### src/verilog/pers_pkg.sv
`default_nettype none

package pers_pkg;

   // ----------------------------------------
   // Widths
   // ----------------------------------------
   localparam int INST_W             = 32;
   localparam int DATA_W             = 64;
   localparam int AEG_IDX_W          = 18;
   localparam int AEG_IDX_LIMIT_BITS = 8;
   localparam int EXC_W              = 16;
   localparam int ADDR_W             = 48;
   localparam int THREAD_W           = 9;
   localparam int COUNT_W            = 32;

   // ----------------------------------------
   // Opcode fields
   // ----------------------------------------
   // Format 4 is matched on bits 28:25, the others on 28:24
   localparam logic [3:0] FMT_F4 = 4'b1101;
   localparam logic [4:0] FMT_F5 = 5'b11100;
   localparam logic [4:0] FMT_F6 = 5'b11101;
   localparam logic [4:0] FMT_F7 = 5'b11110;

   // Format 4 sub-ops, bits 24:18
   localparam logic [6:0] F4_WR_DATA_IDX = 7'h40;
   localparam logic [6:0] F4_RD_DATA_IDX = 7'h68;
   localparam logic [6:0] F4_RD_INST_IDX = 7'h70;

   // Format 5 and 6 sub-ops, bits 23:18
   localparam logic [5:0] F5_WR_A = 6'h18;
   localparam logic [5:0] F5_WR_B = 6'h20;
   localparam logic [5:0] F6_RD   = 6'h1C;

   // ----------------------------------------
   // Types
   // ----------------------------------------
   typedef enum logic [2:0] {
      OP_NONE,
      OP_AEG_WR,
      OP_AEG_RD,
      OP_CAEP,
      OP_UNIMPL
   } dec_op_e;

   typedef struct packed {
      dec_op_e                op;
      logic [AEG_IDX_W-1:0]   idx;
      logic [4:0]             caep_num;
      logic                   exc_unimpl;
      logic                   exc_bad_idx;
   } dec_t;

   // Taken from AEG 0, 1 and 2
   typedef struct packed {
      logic [ADDR_W-1:0]      base_address;
      logic [THREAD_W-1:0]    num_threads;
      logic [COUNT_W-1:0]     edge_count;
   } engine_cfg_t;

   typedef enum logic {
      ST_IDLE,
      ST_WAIT
   } disp_state_e;

endpackage

`default_nettype wire

### src/verilog/inst_decode.sv
`timescale 1ns/100ps
`default_nettype none

module inst_decode (
   input  logic [pers_pkg::INST_W-1:0]  cae_inst_i,
   input  logic [pers_pkg::DATA_W-1:0]  cae_data_i,
   input  logic                         cae_inst_vld_i,
   output pers_pkg::dec_t               dec_o
);

   pers_pkg::dec_op_e                   op_c;
   logic [pers_pkg::AEG_IDX_W-1:0]      idx_c;
   logic [pers_pkg::AEG_IDX_W-1:0]      idx_inst_hi;
   logic [pers_pkg::AEG_IDX_W-1:0]      idx_inst_split;

   // Index forms carried in the instruction word
   assign idx_inst_hi    = {6'h0, cae_inst_i[17:6]};
   assign idx_inst_split = {6'h0, cae_inst_i[17:12], cae_inst_i[5:0]};

   // ----------------------------------------
   // Format and sub-op classification
   // ----------------------------------------
   always_comb begin
      op_c  = pers_pkg::OP_UNIMPL;
      idx_c = '0;
      if (cae_inst_i[28:25] == pers_pkg::FMT_F4) begin
         case (cae_inst_i[24:18])
            pers_pkg::F4_WR_DATA_IDX: begin
               op_c  = pers_pkg::OP_AEG_WR;
               idx_c = cae_data_i[pers_pkg::AEG_IDX_W-1:0];
            end
            pers_pkg::F4_RD_DATA_IDX: begin
               op_c  = pers_pkg::OP_AEG_RD;
               idx_c = cae_data_i[pers_pkg::AEG_IDX_W-1:0];
            end
            pers_pkg::F4_RD_INST_IDX: begin
               op_c  = pers_pkg::OP_AEG_RD;
               idx_c = idx_inst_hi;
            end
            default: begin
               op_c = pers_pkg::OP_UNIMPL;
            end
         endcase
      end else if (cae_inst_i[28:24] == pers_pkg::FMT_F5) begin
         if (cae_inst_i[23:18] == pers_pkg::F5_WR_A ||
             cae_inst_i[23:18] == pers_pkg::F5_WR_B) begin
            op_c  = pers_pkg::OP_AEG_WR;
            idx_c = idx_inst_split;
         end
      end else if (cae_inst_i[28:24] == pers_pkg::FMT_F6) begin
         if (cae_inst_i[23:18] == pers_pkg::F6_RD) begin
            op_c  = pers_pkg::OP_AEG_RD;
            idx_c = idx_inst_hi;
         end
      end else if (cae_inst_i[28:24] == pers_pkg::FMT_F7) begin
         // Only the upper CAEP range is implemented
         if (cae_inst_i[23]) begin
            op_c = pers_pkg::OP_CAEP;
         end
      end
   end

   // ----------------------------------------
   // Outputs, qualified by the strobe
   // ----------------------------------------
   always_comb begin
      dec_o.op          = cae_inst_vld_i ? op_c : pers_pkg::OP_NONE;
      dec_o.idx         = idx_c;
      dec_o.caep_num    = cae_inst_i[22:18];
      dec_o.exc_unimpl  = cae_inst_vld_i && (op_c == pers_pkg::OP_UNIMPL);
      // Any index bit above the allowed range is an error
      dec_o.exc_bad_idx = cae_inst_vld_i &&
                          (|idx_c[pers_pkg::AEG_IDX_W-1:pers_pkg::AEG_IDX_LIMIT_BITS]);
   end

endmodule

`default_nettype wire

### src/verilog/aeg_regfile.sv
`timescale 1ns/100ps
`default_nettype none

module aeg_regfile #(
   parameter int NUM_AEG = 3
) (
   input  logic                         clk_per,
   input  logic                         reset_per,
   input  pers_pkg::dec_t               dec_i,
   input  logic [pers_pkg::DATA_W-1:0]  cae_data_i,
   input  logic                         stall_i,
   output logic [pers_pkg::DATA_W-1:0]  ret_data_o,
   output logic                         ret_vld_o,
   output pers_pkg::engine_cfg_t        engine_cfg_o
);

   logic                                wr_q;
   logic                                rd_q;
   logic [pers_pkg::AEG_IDX_W-1:0]      idx_q;
   logic [pers_pkg::DATA_W-1:0]         data_q;
   logic [pers_pkg::DATA_W-1:0]         aeg_q [NUM_AEG];
   logic [pers_pkg::DATA_W-1:0]         rd_data_c;
   logic [pers_pkg::DATA_W-1:0]         ret_data_q;
   logic                                ret_vld_q;

   // ----------------------------------------
   // Request stage
   // ----------------------------------------
   always_ff @(posedge clk_per) begin
      if (reset_per) begin
         wr_q <= 1'b0;
         rd_q <= 1'b0;
      end else begin
         wr_q <= (dec_i.op == pers_pkg::OP_AEG_WR);
         rd_q <= (dec_i.op == pers_pkg::OP_AEG_RD);
      end
   end

   always_ff @(posedge clk_per) begin
      idx_q  <= dec_i.idx;
      data_q <= cae_data_i;
   end

   // ----------------------------------------
   // Register update and read select
   // ----------------------------------------
   // Indices past the last AEG match no entry
   always_ff @(posedge clk_per) begin
      for (int i = 0; i < NUM_AEG; i++) begin
         if (wr_q && (idx_q == pers_pkg::AEG_IDX_W'(i))) begin
            aeg_q[i] <= data_q;
         end
      end
   end

   always_comb begin
      rd_data_c = '0;
      for (int i = 0; i < NUM_AEG; i++) begin
         if (idx_q == pers_pkg::AEG_IDX_W'(i)) begin
            rd_data_c = aeg_q[i];
         end
      end
   end

   // Return stage
   always_ff @(posedge clk_per) begin
      if (reset_per) begin
         ret_vld_q <= 1'b0;
      end else begin
         ret_vld_q <= rd_q;
      end
   end

   always_ff @(posedge clk_per) begin
      ret_data_q <= rd_data_c;
   end

   // A return that meets a stall is dropped
   assign ret_vld_o  = ret_vld_q && !stall_i;
   assign ret_data_o = ret_data_q;

   assign engine_cfg_o.base_address = aeg_q[0][pers_pkg::ADDR_W-1:0];
   assign engine_cfg_o.num_threads  = aeg_q[1][pers_pkg::THREAD_W-1:0];
   assign engine_cfg_o.edge_count   = aeg_q[2][pers_pkg::COUNT_W-1:0];

endmodule

`default_nettype wire

### src/verilog/dispatch_ctrl.sv
`timescale 1ns/100ps
`default_nettype none

module dispatch_ctrl (
   input  logic            clk_per,
   input  logic            reset_per,
   input  pers_pkg::dec_t  dec_i,
   input  logic            intlv_dis_i,
   input  logic            engine_idle_i,
   output logic            stall_o,
   output logic            idle_o,
   output logic            engine_start_o
);

   logic                   caep00_c;
   logic                   start_q;
   pers_pkg::disp_state_e  state_q;
   pers_pkg::disp_state_e  state_d;

   // CAEP00 only launches with interleave disabled
   assign caep00_c = (dec_i.op == pers_pkg::OP_CAEP) &&
                     (dec_i.caep_num == 5'd0) && intlv_dis_i;

   always_ff @(posedge clk_per) begin
      if (reset_per) begin
         start_q <= 1'b0;
      end else begin
         start_q <= caep00_c;
      end
   end

   // ----------------------------------------
   // IDLE/WAIT FSM
   // ----------------------------------------
   always_comb begin
      state_d = state_q;
      case (state_q)
         pers_pkg::ST_IDLE: begin
            if (start_q) begin
               state_d = pers_pkg::ST_WAIT;
            end
         end
         pers_pkg::ST_WAIT: begin
            // Hold until the engine reports done
            if (engine_idle_i) begin
               state_d = pers_pkg::ST_IDLE;
            end
         end
         default: begin
            state_d = pers_pkg::ST_IDLE;
         end
      endcase
   end

   always_ff @(posedge clk_per) begin
      if (reset_per) begin
         state_q <= pers_pkg::ST_IDLE;
      end else begin
         state_q <= state_d;
      end
   end

   // Stall covers the launch cycle, the start pulse and the whole wait
   assign stall_o        = caep00_c || start_q || (state_q == pers_pkg::ST_WAIT);
   assign idle_o         = !stall_o;
   assign engine_start_o = start_q;

endmodule

`default_nettype wire

### src/verilog/pers_core.sv
`timescale 1ns/100ps
`default_nettype none

module pers_core #(
   parameter int NUM_AEG = 3
) (
   input  logic                         clk_per,
   input  logic                         reset_per,

   // Dispatch port
   input  logic [pers_pkg::INST_W-1:0]  cae_inst_i,
   input  logic [pers_pkg::DATA_W-1:0]  cae_data_i,
   input  logic                         cae_inst_vld_i,
   output logic [pers_pkg::DATA_W-1:0]  cae_ret_data_o,
   output logic                         cae_ret_data_vld_o,
   output logic [pers_pkg::EXC_W-1:0]   cae_exception_o,
   output logic                         cae_stall_o,
   output logic                         cae_idle_o,

   input  logic                         intlv_dis_i,

   // Engine side
   input  logic                         engine_idle_i,
   output logic                         engine_start_o,
   output pers_pkg::engine_cfg_t        engine_cfg_o
);

   pers_pkg::dec_t                      dec;
   logic                                stall;

   inst_decode u_inst_decode (
      .cae_inst_i     (cae_inst_i),
      .cae_data_i     (cae_data_i),
      .cae_inst_vld_i (cae_inst_vld_i),
      .dec_o          (dec)
   );

   aeg_regfile #(
      .NUM_AEG (NUM_AEG)
   ) u_aeg_regfile (
      .clk_per      (clk_per),
      .reset_per    (reset_per),
      .dec_i        (dec),
      .cae_data_i   (cae_data_i),
      .stall_i      (stall),
      .ret_data_o   (cae_ret_data_o),
      .ret_vld_o    (cae_ret_data_vld_o),
      .engine_cfg_o (engine_cfg_o)
   );

   dispatch_ctrl u_dispatch_ctrl (
      .clk_per        (clk_per),
      .reset_per      (reset_per),
      .dec_i          (dec),
      .intlv_dis_i    (intlv_dis_i),
      .engine_idle_i  (engine_idle_i),
      .stall_o        (stall),
      .idle_o         (cae_idle_o),
      .engine_start_o (engine_start_o)
   );

   assign cae_stall_o = stall;

   // Bit 0 unimplemented, bit 1 invalid index
   assign cae_exception_o = {{(pers_pkg::EXC_W-2){1'b0}}, dec.exc_bad_idx, dec.exc_unimpl};

endmodule

`default_nettype wire

### config.mk
export PLATFORM = sky130hd
export DESIGN_NAME = pers_core
export DESIGN_NICKNAME = d
export VERILOG_FILES = /design/src/verilog/pers_pkg.sv /design/src/verilog/inst_decode.sv /design/src/verilog/aeg_regfile.sv /design/src/verilog/dispatch_ctrl.sv /design/src/verilog/pers_core.sv
export SDC_FILE = /design/constraint.sdc
export NUM_CORES = 1
export LEC_CHECK = 0
export BUFFER_PORTS_ARGS = -buffer_cell sky130_fd_sc_hd__buf_4
export CAP_MARGIN = 20
export CORE_ASPECT_RATIO = 0.75
export CORE_UTILIZATION = 40
export CTS_BUF_LIST = sky130_fd_sc_hd__clkbuf_4 sky130_fd_sc_hd__clkbuf_8
export DETAILED_ROUTE_END_ITERATION = 8
export PLACE_DENSITY_LB_ADDON = 0.12
export SLEW_MARGIN = 30
export SYNTH_ARGS = -nofsm -noshare
export SYNTH_HDL_FRONTEND = slang
export SYNTH_HIERARCHICAL = 1
export SYNTH_SLANG_ARGS = --single-unit
export TNS_END_PERCENT = 100
### constraint.sdc
create_clock -name clk_per -period 11.41 [get_ports clk_per]
set_input_delay 1.141 -clock clk_per [delete_from_list [all_inputs] [get_ports clk_per]]
set_output_delay 1.141 -clock clk_per [all_outputs]
set_load 0.005 [all_outputs]
==> key figures, run 1 <==
Outcome
  – Outcome: complete, no violations

GRT
  – Largest net degree at the start of global routing: 67
  – Initial antenna violation count: 1
  – Vias in the first global route: 6748
  – Global-route wire length before repair: 39.4 mm
  – Gr usage total: roughly 17%
  – Total gr overflow: 0

Job
  – Maxcap violations: 0

STA
  – Pins over their slew limit: 0
  – Hold Vio Cnt, Final: 0
  – RSZ-0062 raised after global routing: no
  – Final worst-path cycle share: a little over two fifths
  – Final setup fails: 0
  – Tightest Pin Transition: approximately 0.86 ns
  – Total negative slack: 0 ns
  – Min Tclk post-route: 4.91 ns
  – Slew HR: ~43%
  – Max Fclk: roughly 0.2 GHz
  – Skew final: 0.0174 ns

Clock tree
  – Post-CTS resize count: 0
  – H-Tree Depth: 2
  – Setup bufs post-CTS: 0
  – CTS Buf Count: 52
  – TritonCTS clock tree: yes
  – Clk slew on worst S/H paths: 0.06 ns
  – Root buffer cell: clkbuf_8
  – Clock sink count: 343
  – Clock Tree Buf Depth: 3
  – Worst skew pair latency: roughly 0.58 ns
  – Number of hold buffers added after cts: 0

Layout
  – Final core utilization: 49.7%
  – # diodes: 0
  – Layout cells sized above 1: 44.3%
  – Fillers: 2710
  – Area grow syn2layout: 21.3%
  – Sequential cell area: 8790 um^2
  – Final nets: around 1.1k
  – Post-route cell area: around 15000 um^2
  – Multi-input gate area: 2650 um^2

Critical path
  – Worst path depth: 9
  – CP arrival: 3.77 ns
  – CP max stage delay: 0.70 ns
  – Data required, critical path: 10.27 ns
  – R2R depth: 4
  – Worst R2R End: u_aeg_regfile/aeg_q[0][96]
  – FF-to-FF setup slack: 8.54 ns
  – Crit path launch: cae_inst_i[25]
  – CP max-delay cell: nor4_1
  – Crit-path cells: buf_4, or3_1, nor4_1, nor2_1, and3_1, or4b_4, o31ai_1, nor2b_1, buf_4
  – End of the critical path: cae_ret_data_vld_o
  – Worst-path maximum fanout: 5
  – CP Capture Type: primary output
  – Crit Path Class: in -> out
  – CP Launch Type: primary input
  – Critical path buffers and inverters: 2
  – Most common cell on crit path: buf_4
  – Worst reg2reg startpoint: u_aeg_regfile/idx_q[12]
  – Cell family with most CP delay: simple AND/OR/NAND/NOR gates

Synth
  – Seq/Total Area, Yosys: between 70% and 80%
  – Post-Syn Area: 12400 um^2
  – Post-synthesis async set-or-reset flop share: 0%
  – Post-synth EDFFs: 192
  – FF+latch count, synth: 343
  – Post-synth cell types: 46
  – Top post-synthesis cells by count: edfxtp_1, dfxtp_1, buf_4, nand2_1, mux2i_1
  – Top cells by area, synth: edfxtp_1, dfxtp_1, buf_4
  – Synth Instances: about 840
  – Syn. warnings: 6
  – Area leader, netlist: edfxtp_1
  – Post-synth top flop: edfxtp_1
  – Syn Area/Cell: around 15 um^2
  – Area fraction of the dominant cell type after synthesis: 46.4%
  – Top-count cell post-synth: edfxtp_1

Floorplanning
  – Die width: 206 um
  – Initial Util: 41.0%
  – Die ar.: between 30000 and 40000 um^2
  – Top-Level Pins: 274
  – Core Area: 30300 um^2
  – Die height: around 150 um
  – Num rows: 55

Route
  – Final antenna-violating net count: 0
  – DR vias: 6684
  – DRC errors left: 0
  – Drt total wl: approximately 26 mm
  – Initial DRC Count: 276
  – Router iterations before antenna repair: 4
  – Via density: approximately 4.5
  – Routed WL per cell: around 18 um

Placement
  – RePlAce Congestion: 0.793
  – DPL Wire Length: 16.2 mm
  – Placed Area: 13900 um^2
  – Buffers on Ports: ~260

Power
  – Worst IR Drop VDD: 85.3 uV
  – P_leak: 0.00572 uW
  – Cell Pwr Density: 162 nW/um^2

Min path
  – Worst hold path depth: 1
  – Min-delay worst type: reg -> reg
-- report_power, final --
| group | total (uW) | switching (uW) | internal, uW |
|---|---|---|---|
| registers | 1330 | 9.58 | 1320 |
| logic | 53.0 | 21.8 | 31.2 |
| clock network | 1060 | 462 | 593 |
| total | 2440 | 494 | 1940 |
-- cells by family after synthesis --
| kind of cell | synth area share (%) |
|---|---|
| xor gates and xnor gates | 0.211 |
| buffers and inverters | 8.62 |
| other | 0.0302 |
| and+or+nand+nor | 8.74 |
| muxes | 5.15 |
| AOI/OAI and AO/OA | 6.56 |
| DFF | 70.7 |
-- final cells by class --
type	instances	area share (%)
clock buffers	83	6.79
clock inverters	15	0.697
inverters	2	0.0498
multi-input cells	368	17.6
flip-flops and latches	343	58.3
well taps	399	3.31
repair buffers	267	13.3
-- stage by stage --
step	total power, uW	setup WS, ns	cells	hold WS, ns
floorplan	1370	3.76	855	0.411
global placement	1410	6.58	1378	0.418
detailed placement	1410	6.54	1378	0.431
CTS	2470	6.54	1476	0.442
global route	2540	6.30	1477	0.456
finish	2440	6.50	1477	0.438
-- registers in the layout (all words and copies together) (netlist names) --
| register | cells |
|---|---|
| u_aeg_regfile/aeg_q | 192 |
| u_aeg_regfile/data_q | 64 |
| u_aeg_regfile/ret_data_o | 64 |
| u_aeg_regfile/idx_q | 18 |
| u_aeg_regfile/rd_q | 1 |
| u_aeg_regfile/ret_vld_q | 1 |
| u_aeg_regfile/wr_q | 1 |
| u_dispatch_ctrl/engine_start_o | 1 |
| u_dispatch_ctrl/state_q | 1 |
-- placed cells by master, fill, tap and decap left out, drive strengths merged, types with 2 or more instances in the layout --
| cell | count |
|---|---|
| xor2 | 3 |
| o211ai | 2 |
| a22o | 11 |
| inv | 2 |
| or3 | 3 |
| dfxtp | 151 |
| nand3 | 7 |
| a21oi | 66 |
| or4 | 2 |
| and3 | 2 |
| clkinv | 11 |
| nor4b | 2 |
| clkbuf | 83 |
| nand2 | 69 |
| nor4 | 10 |
| nor2 | 7 |
| edfxtp | 192 |
| o21ai | 4 |
| nor3 | 4 |
| nand3b | 3 |
| conb | 14 |
| nand2b | 2 |
| or2 | 66 |
| and2 | 6 |
| a211oi | 2 |
| nor2b | 3 |
| clkinvlp | 3 |
| or4b | 2 |
| a21o | 6 |
| buf | 267 |
| mux2i | 64 |
-- worst min-delay path by stage --
stage                              from                         end  slack [ns]
6_report             u_aeg_regfile/rd_q     u_aeg_regfile/ret_vld_q        0.44
5_1_grt              u_aeg_regfile/rd_q     u_aeg_regfile/ret_vld_q        0.46
4_1_cts        u_aeg_regfile/data_q[30]  u_aeg_regfile/aeg_q[0][30]        0.44
2_1_floorplan   u_dispatch_ctrl/state_q     u_dispatch_ctrl/state_q        0.41
3_3_place_gp         u_aeg_regfile/rd_q     u_aeg_regfile/ret_vld_q        0.42
3_5_place_dp         u_aeg_regfile/rd_q     u_aeg_regfile/ret_vld_q        0.43
-- layer usage --
layer / wire length [um] / track usage (%) / part of all wire, %
met1: 11600 / 21.3 / 44
met2: 12500 / 27.4 / 47
met3: 1780 / 4.28 / 6.8
met4: 459 / 5.40 / 1.7
met5: 17 / 0 / 0.064
(Power assumes the default switching activity.)
==> run 2: changes to the inputs <==
Clock period 11.41 ns to 4.87 ns, I/O delays scaled along.
==> run 2 against run 1 <==
Global-route usage grew 0.25 points. Routed wire length up 3.6%. First-iteration DRC count increased by 6.2%. Register-to-register slack got worse by 6.4 ns. Critical path depth is the same. Via count increased by 3.4%. Critical endpoint unchanged. Largest cell class unchanged.
==> key figures, run 2 (same netlist as run 1, synthesis figures left out) <==
Layout
  – Commonest non-fill, non-tap cells in the layout: buf_4, edfxtp_1, dfxtp_1, nand2_1, clkbuf_8
  – Final nets: 1196 (+5.4%)
  – Max reg flops: 192 (unchanged)
  – Layout cells sized above 1: 41.9% (-2.5 points)
  – Area grow syn2layout: 27.2%
  – Final core utilization: 52.1% (+2.4 points)
  – Top reg by flops: u_aeg_regfile/aeg_q
  – # diodes: 0 (unchanged)
  – Commonest non-fill, non-tap cell in the layout: buf_4

Route
  – Drt total wl: 27.3 mm (+3.6%)
  – Router iterations before antenna repair: 4 (unchanged)
  – Initial DRC Count: 293 (+6.2%)
  – DR vias: 6910 (+3.4%)
  – Final antenna-violating net count: 0 (unchanged)
  – DRC errors left: 0 (unchanged)
  – Routed WL per cell: 17.8 um (-0.49%)
  – Via density: 4.49 (-0.72%)

Floorplanning
  – Num rows: 55 (unchanged)
  – Initial Util: 41.0% (unchanged)
  – Die width: 206 um (unchanged)
  – Die ar.: 31800 um^2 (unchanged)
  – Core Area: 30300 um^2 (unchanged)
  – Top-Level Pins: 274 (unchanged)
  – Die height: 155 um (unchanged)

STA
  – Pins over their slew limit: 0 (unchanged)
  – Total negative slack: 0 ns (unchanged)
  – Tightest Pin Transition: 0.899 ns (+0.0425 ns)
  – Min Tclk post-route: 3.57 ns
  – Max Fclk: 0.280 GHz
  – RSZ-0062 raised after global routing: no
  – Skew final: 0.0210 ns (+0.00356 ns)
  – Final setup fails: 0 (unchanged)
  – Slew HR: 40.0% (-2.8 points)
  – Final worst-path cycle share: 73.2%
  – Hold Vio Cnt, Final: 0 (unchanged)

Clock tree
  – Clock sink count: 343 (unchanged)
  – Worst skew pair latency: 0.59 ns (about the same)
  – Clock Tree Buf Depth: 3 (unchanged)
  – Setup bufs post-CTS: 0 (unchanged)
  – Root buffer cell: clkbuf_8
  – CTS Buf Count: 52 (unchanged)
  – H-Tree Depth: 2 (unchanged)
  – Clk slew on worst S/H paths: 0.06 ns (about the same)
  – TritonCTS clock tree: yes

Min path
  – Min-delay worst type: in -> reg

GRT
  – Initial antenna violation count: 0 (-1)
  – Largest net degree at the start of global routing: 65 (-3.0%)
  – Total gr overflow: 0 (unchanged)
  – Gr usage total: 16.9% (+0.25 points)
  – Global-route wire length before repair: 40.1 mm (+1.8%)
  – Vias in the first global route: 6843 (+1.4%)

Critical path
  – Data required, critical path: 4.38 ns (-5.89 ns)
  – Worst-path maximum fanout: 5 (unchanged)
  – CP Capture Type: primary output
  – CP Launch Type: primary input
  – Crit Path Class: in -> out
  – CP arrival: 3.08 ns (-0.69 ns)

Placement
  – Buffers on Ports: 256 (unchanged)
  – RePlAce Congestion: 0.758 (-4.4%)
  – DPL Wire Length: 16.3 mm (+0.67%)

Power
  – Cell Pwr Density: 374 nW/um^2 (+130%)
  – Worst IR Drop VDD: 233 uV (+170%)
  – P_leak: 0.00600 uW (+5.0%)

Job
  – Maxcap violations: 0 (unchanged)

Outcome
  – Outcome: complete, no violations
## run 2: cell count changes in the layout (fill, tap and decap cells not counted), moves of 2 or more
| cell | delta |
|---|---|
| dlygate4sd3_1 | +63 |
| clkbuf_4 | -8 |
| buf_4 | -5 |
| clkinv_2 | +4 |
| bufinv_16 | +3 |
| clkbuf_8 | +3 |
| buf_6 | +2 |
## run 2: cell type report
type / count / area [um^2]
clock buffers: 78 / 1000
clock inverters: 20 / 203
fillers: 2603 / 14500
inverters: 2 / 7.51
multi-input cells: 368 / 2660
flip-flops and latches: 343 / 8790
well taps: 399 / 499
repair buffers: 328 / 2640
## run 2: worst paths after layout
| kind | from | endpoint | slack [ns] | depth (start not counted) |
|---|---|---|---|---|
| hold / removal | cae_data_i[1] | u_aeg_regfile/data_q[1] | 0.05 | 1 |
| hold reg to reg | u_dispatch_ctrl/state_q | u_dispatch_ctrl/state_q | 0.43 | 1 |
| setup reg to reg | u_aeg_regfile/idx_q[11] | u_aeg_regfile/aeg_q[0][162] | 2.18 | 4 |
| setup / recovery | cae_inst_i[25] | cae_ret_data_vld_o | 1.30 | 9 |
## run 2: worst max-delay path: stages
cell     delay [ns]
buf_4          0.13
or3_1          0.36
nor4_1         0.65
nor2_1         0.17
and3_1         0.25
or4b_4         0.50
o31ai_1        0.31
nor2b_1        0.08
buf_4          0.14
## run 2: per-stage QoR
step | cells | hold WS (ns) | power, uW | instance area (um^2) | setup slack, ns
global placement | 1376 | 0.429 | 3300 | 14000 | 1.33
floorplan | 855 | 0.411 | 3220 | 12500 | 0.736
detailed placement | 1376 | 0.429 | 3300 | 14000 | 1.33
global route | 1538 | 0.00489 | 6150 | 15800 | 1.17
finish | 1538 | 0.0506 | 5910 | 15800 | 1.30
CTS | 1537 | 0.00367 | 6000 | 15800 | 1.31
## run 2: per-layer routing
| metal | up-vias | global-route usage (%) | routed length (um) |
|---|---|---|---|
| met1 | 3301 | 22.3 | 12200 |
| met4 | 0 | 4.87 | 420 |
| met5 | - | 0 | 0 |
| li1 | 3368 | - | - |
| met3 | 41 | 4.68 | 1830 |
| met2 | 200 | 27.1 | 12900 |
## run 2: power breakdown
group	total, uW	leakage [uW]	internal (uW)	switching [uW]
registers	3110	0.00299	3090	22.0
logic	166	0.00238	106	60.4
clock network	2630	0.000631	1540	1090
## run 2: repair_timing
item	CTS	global route
gates resized for setup	0	0
hold buffers	63	0
endpoints found under the hold margin	63	0
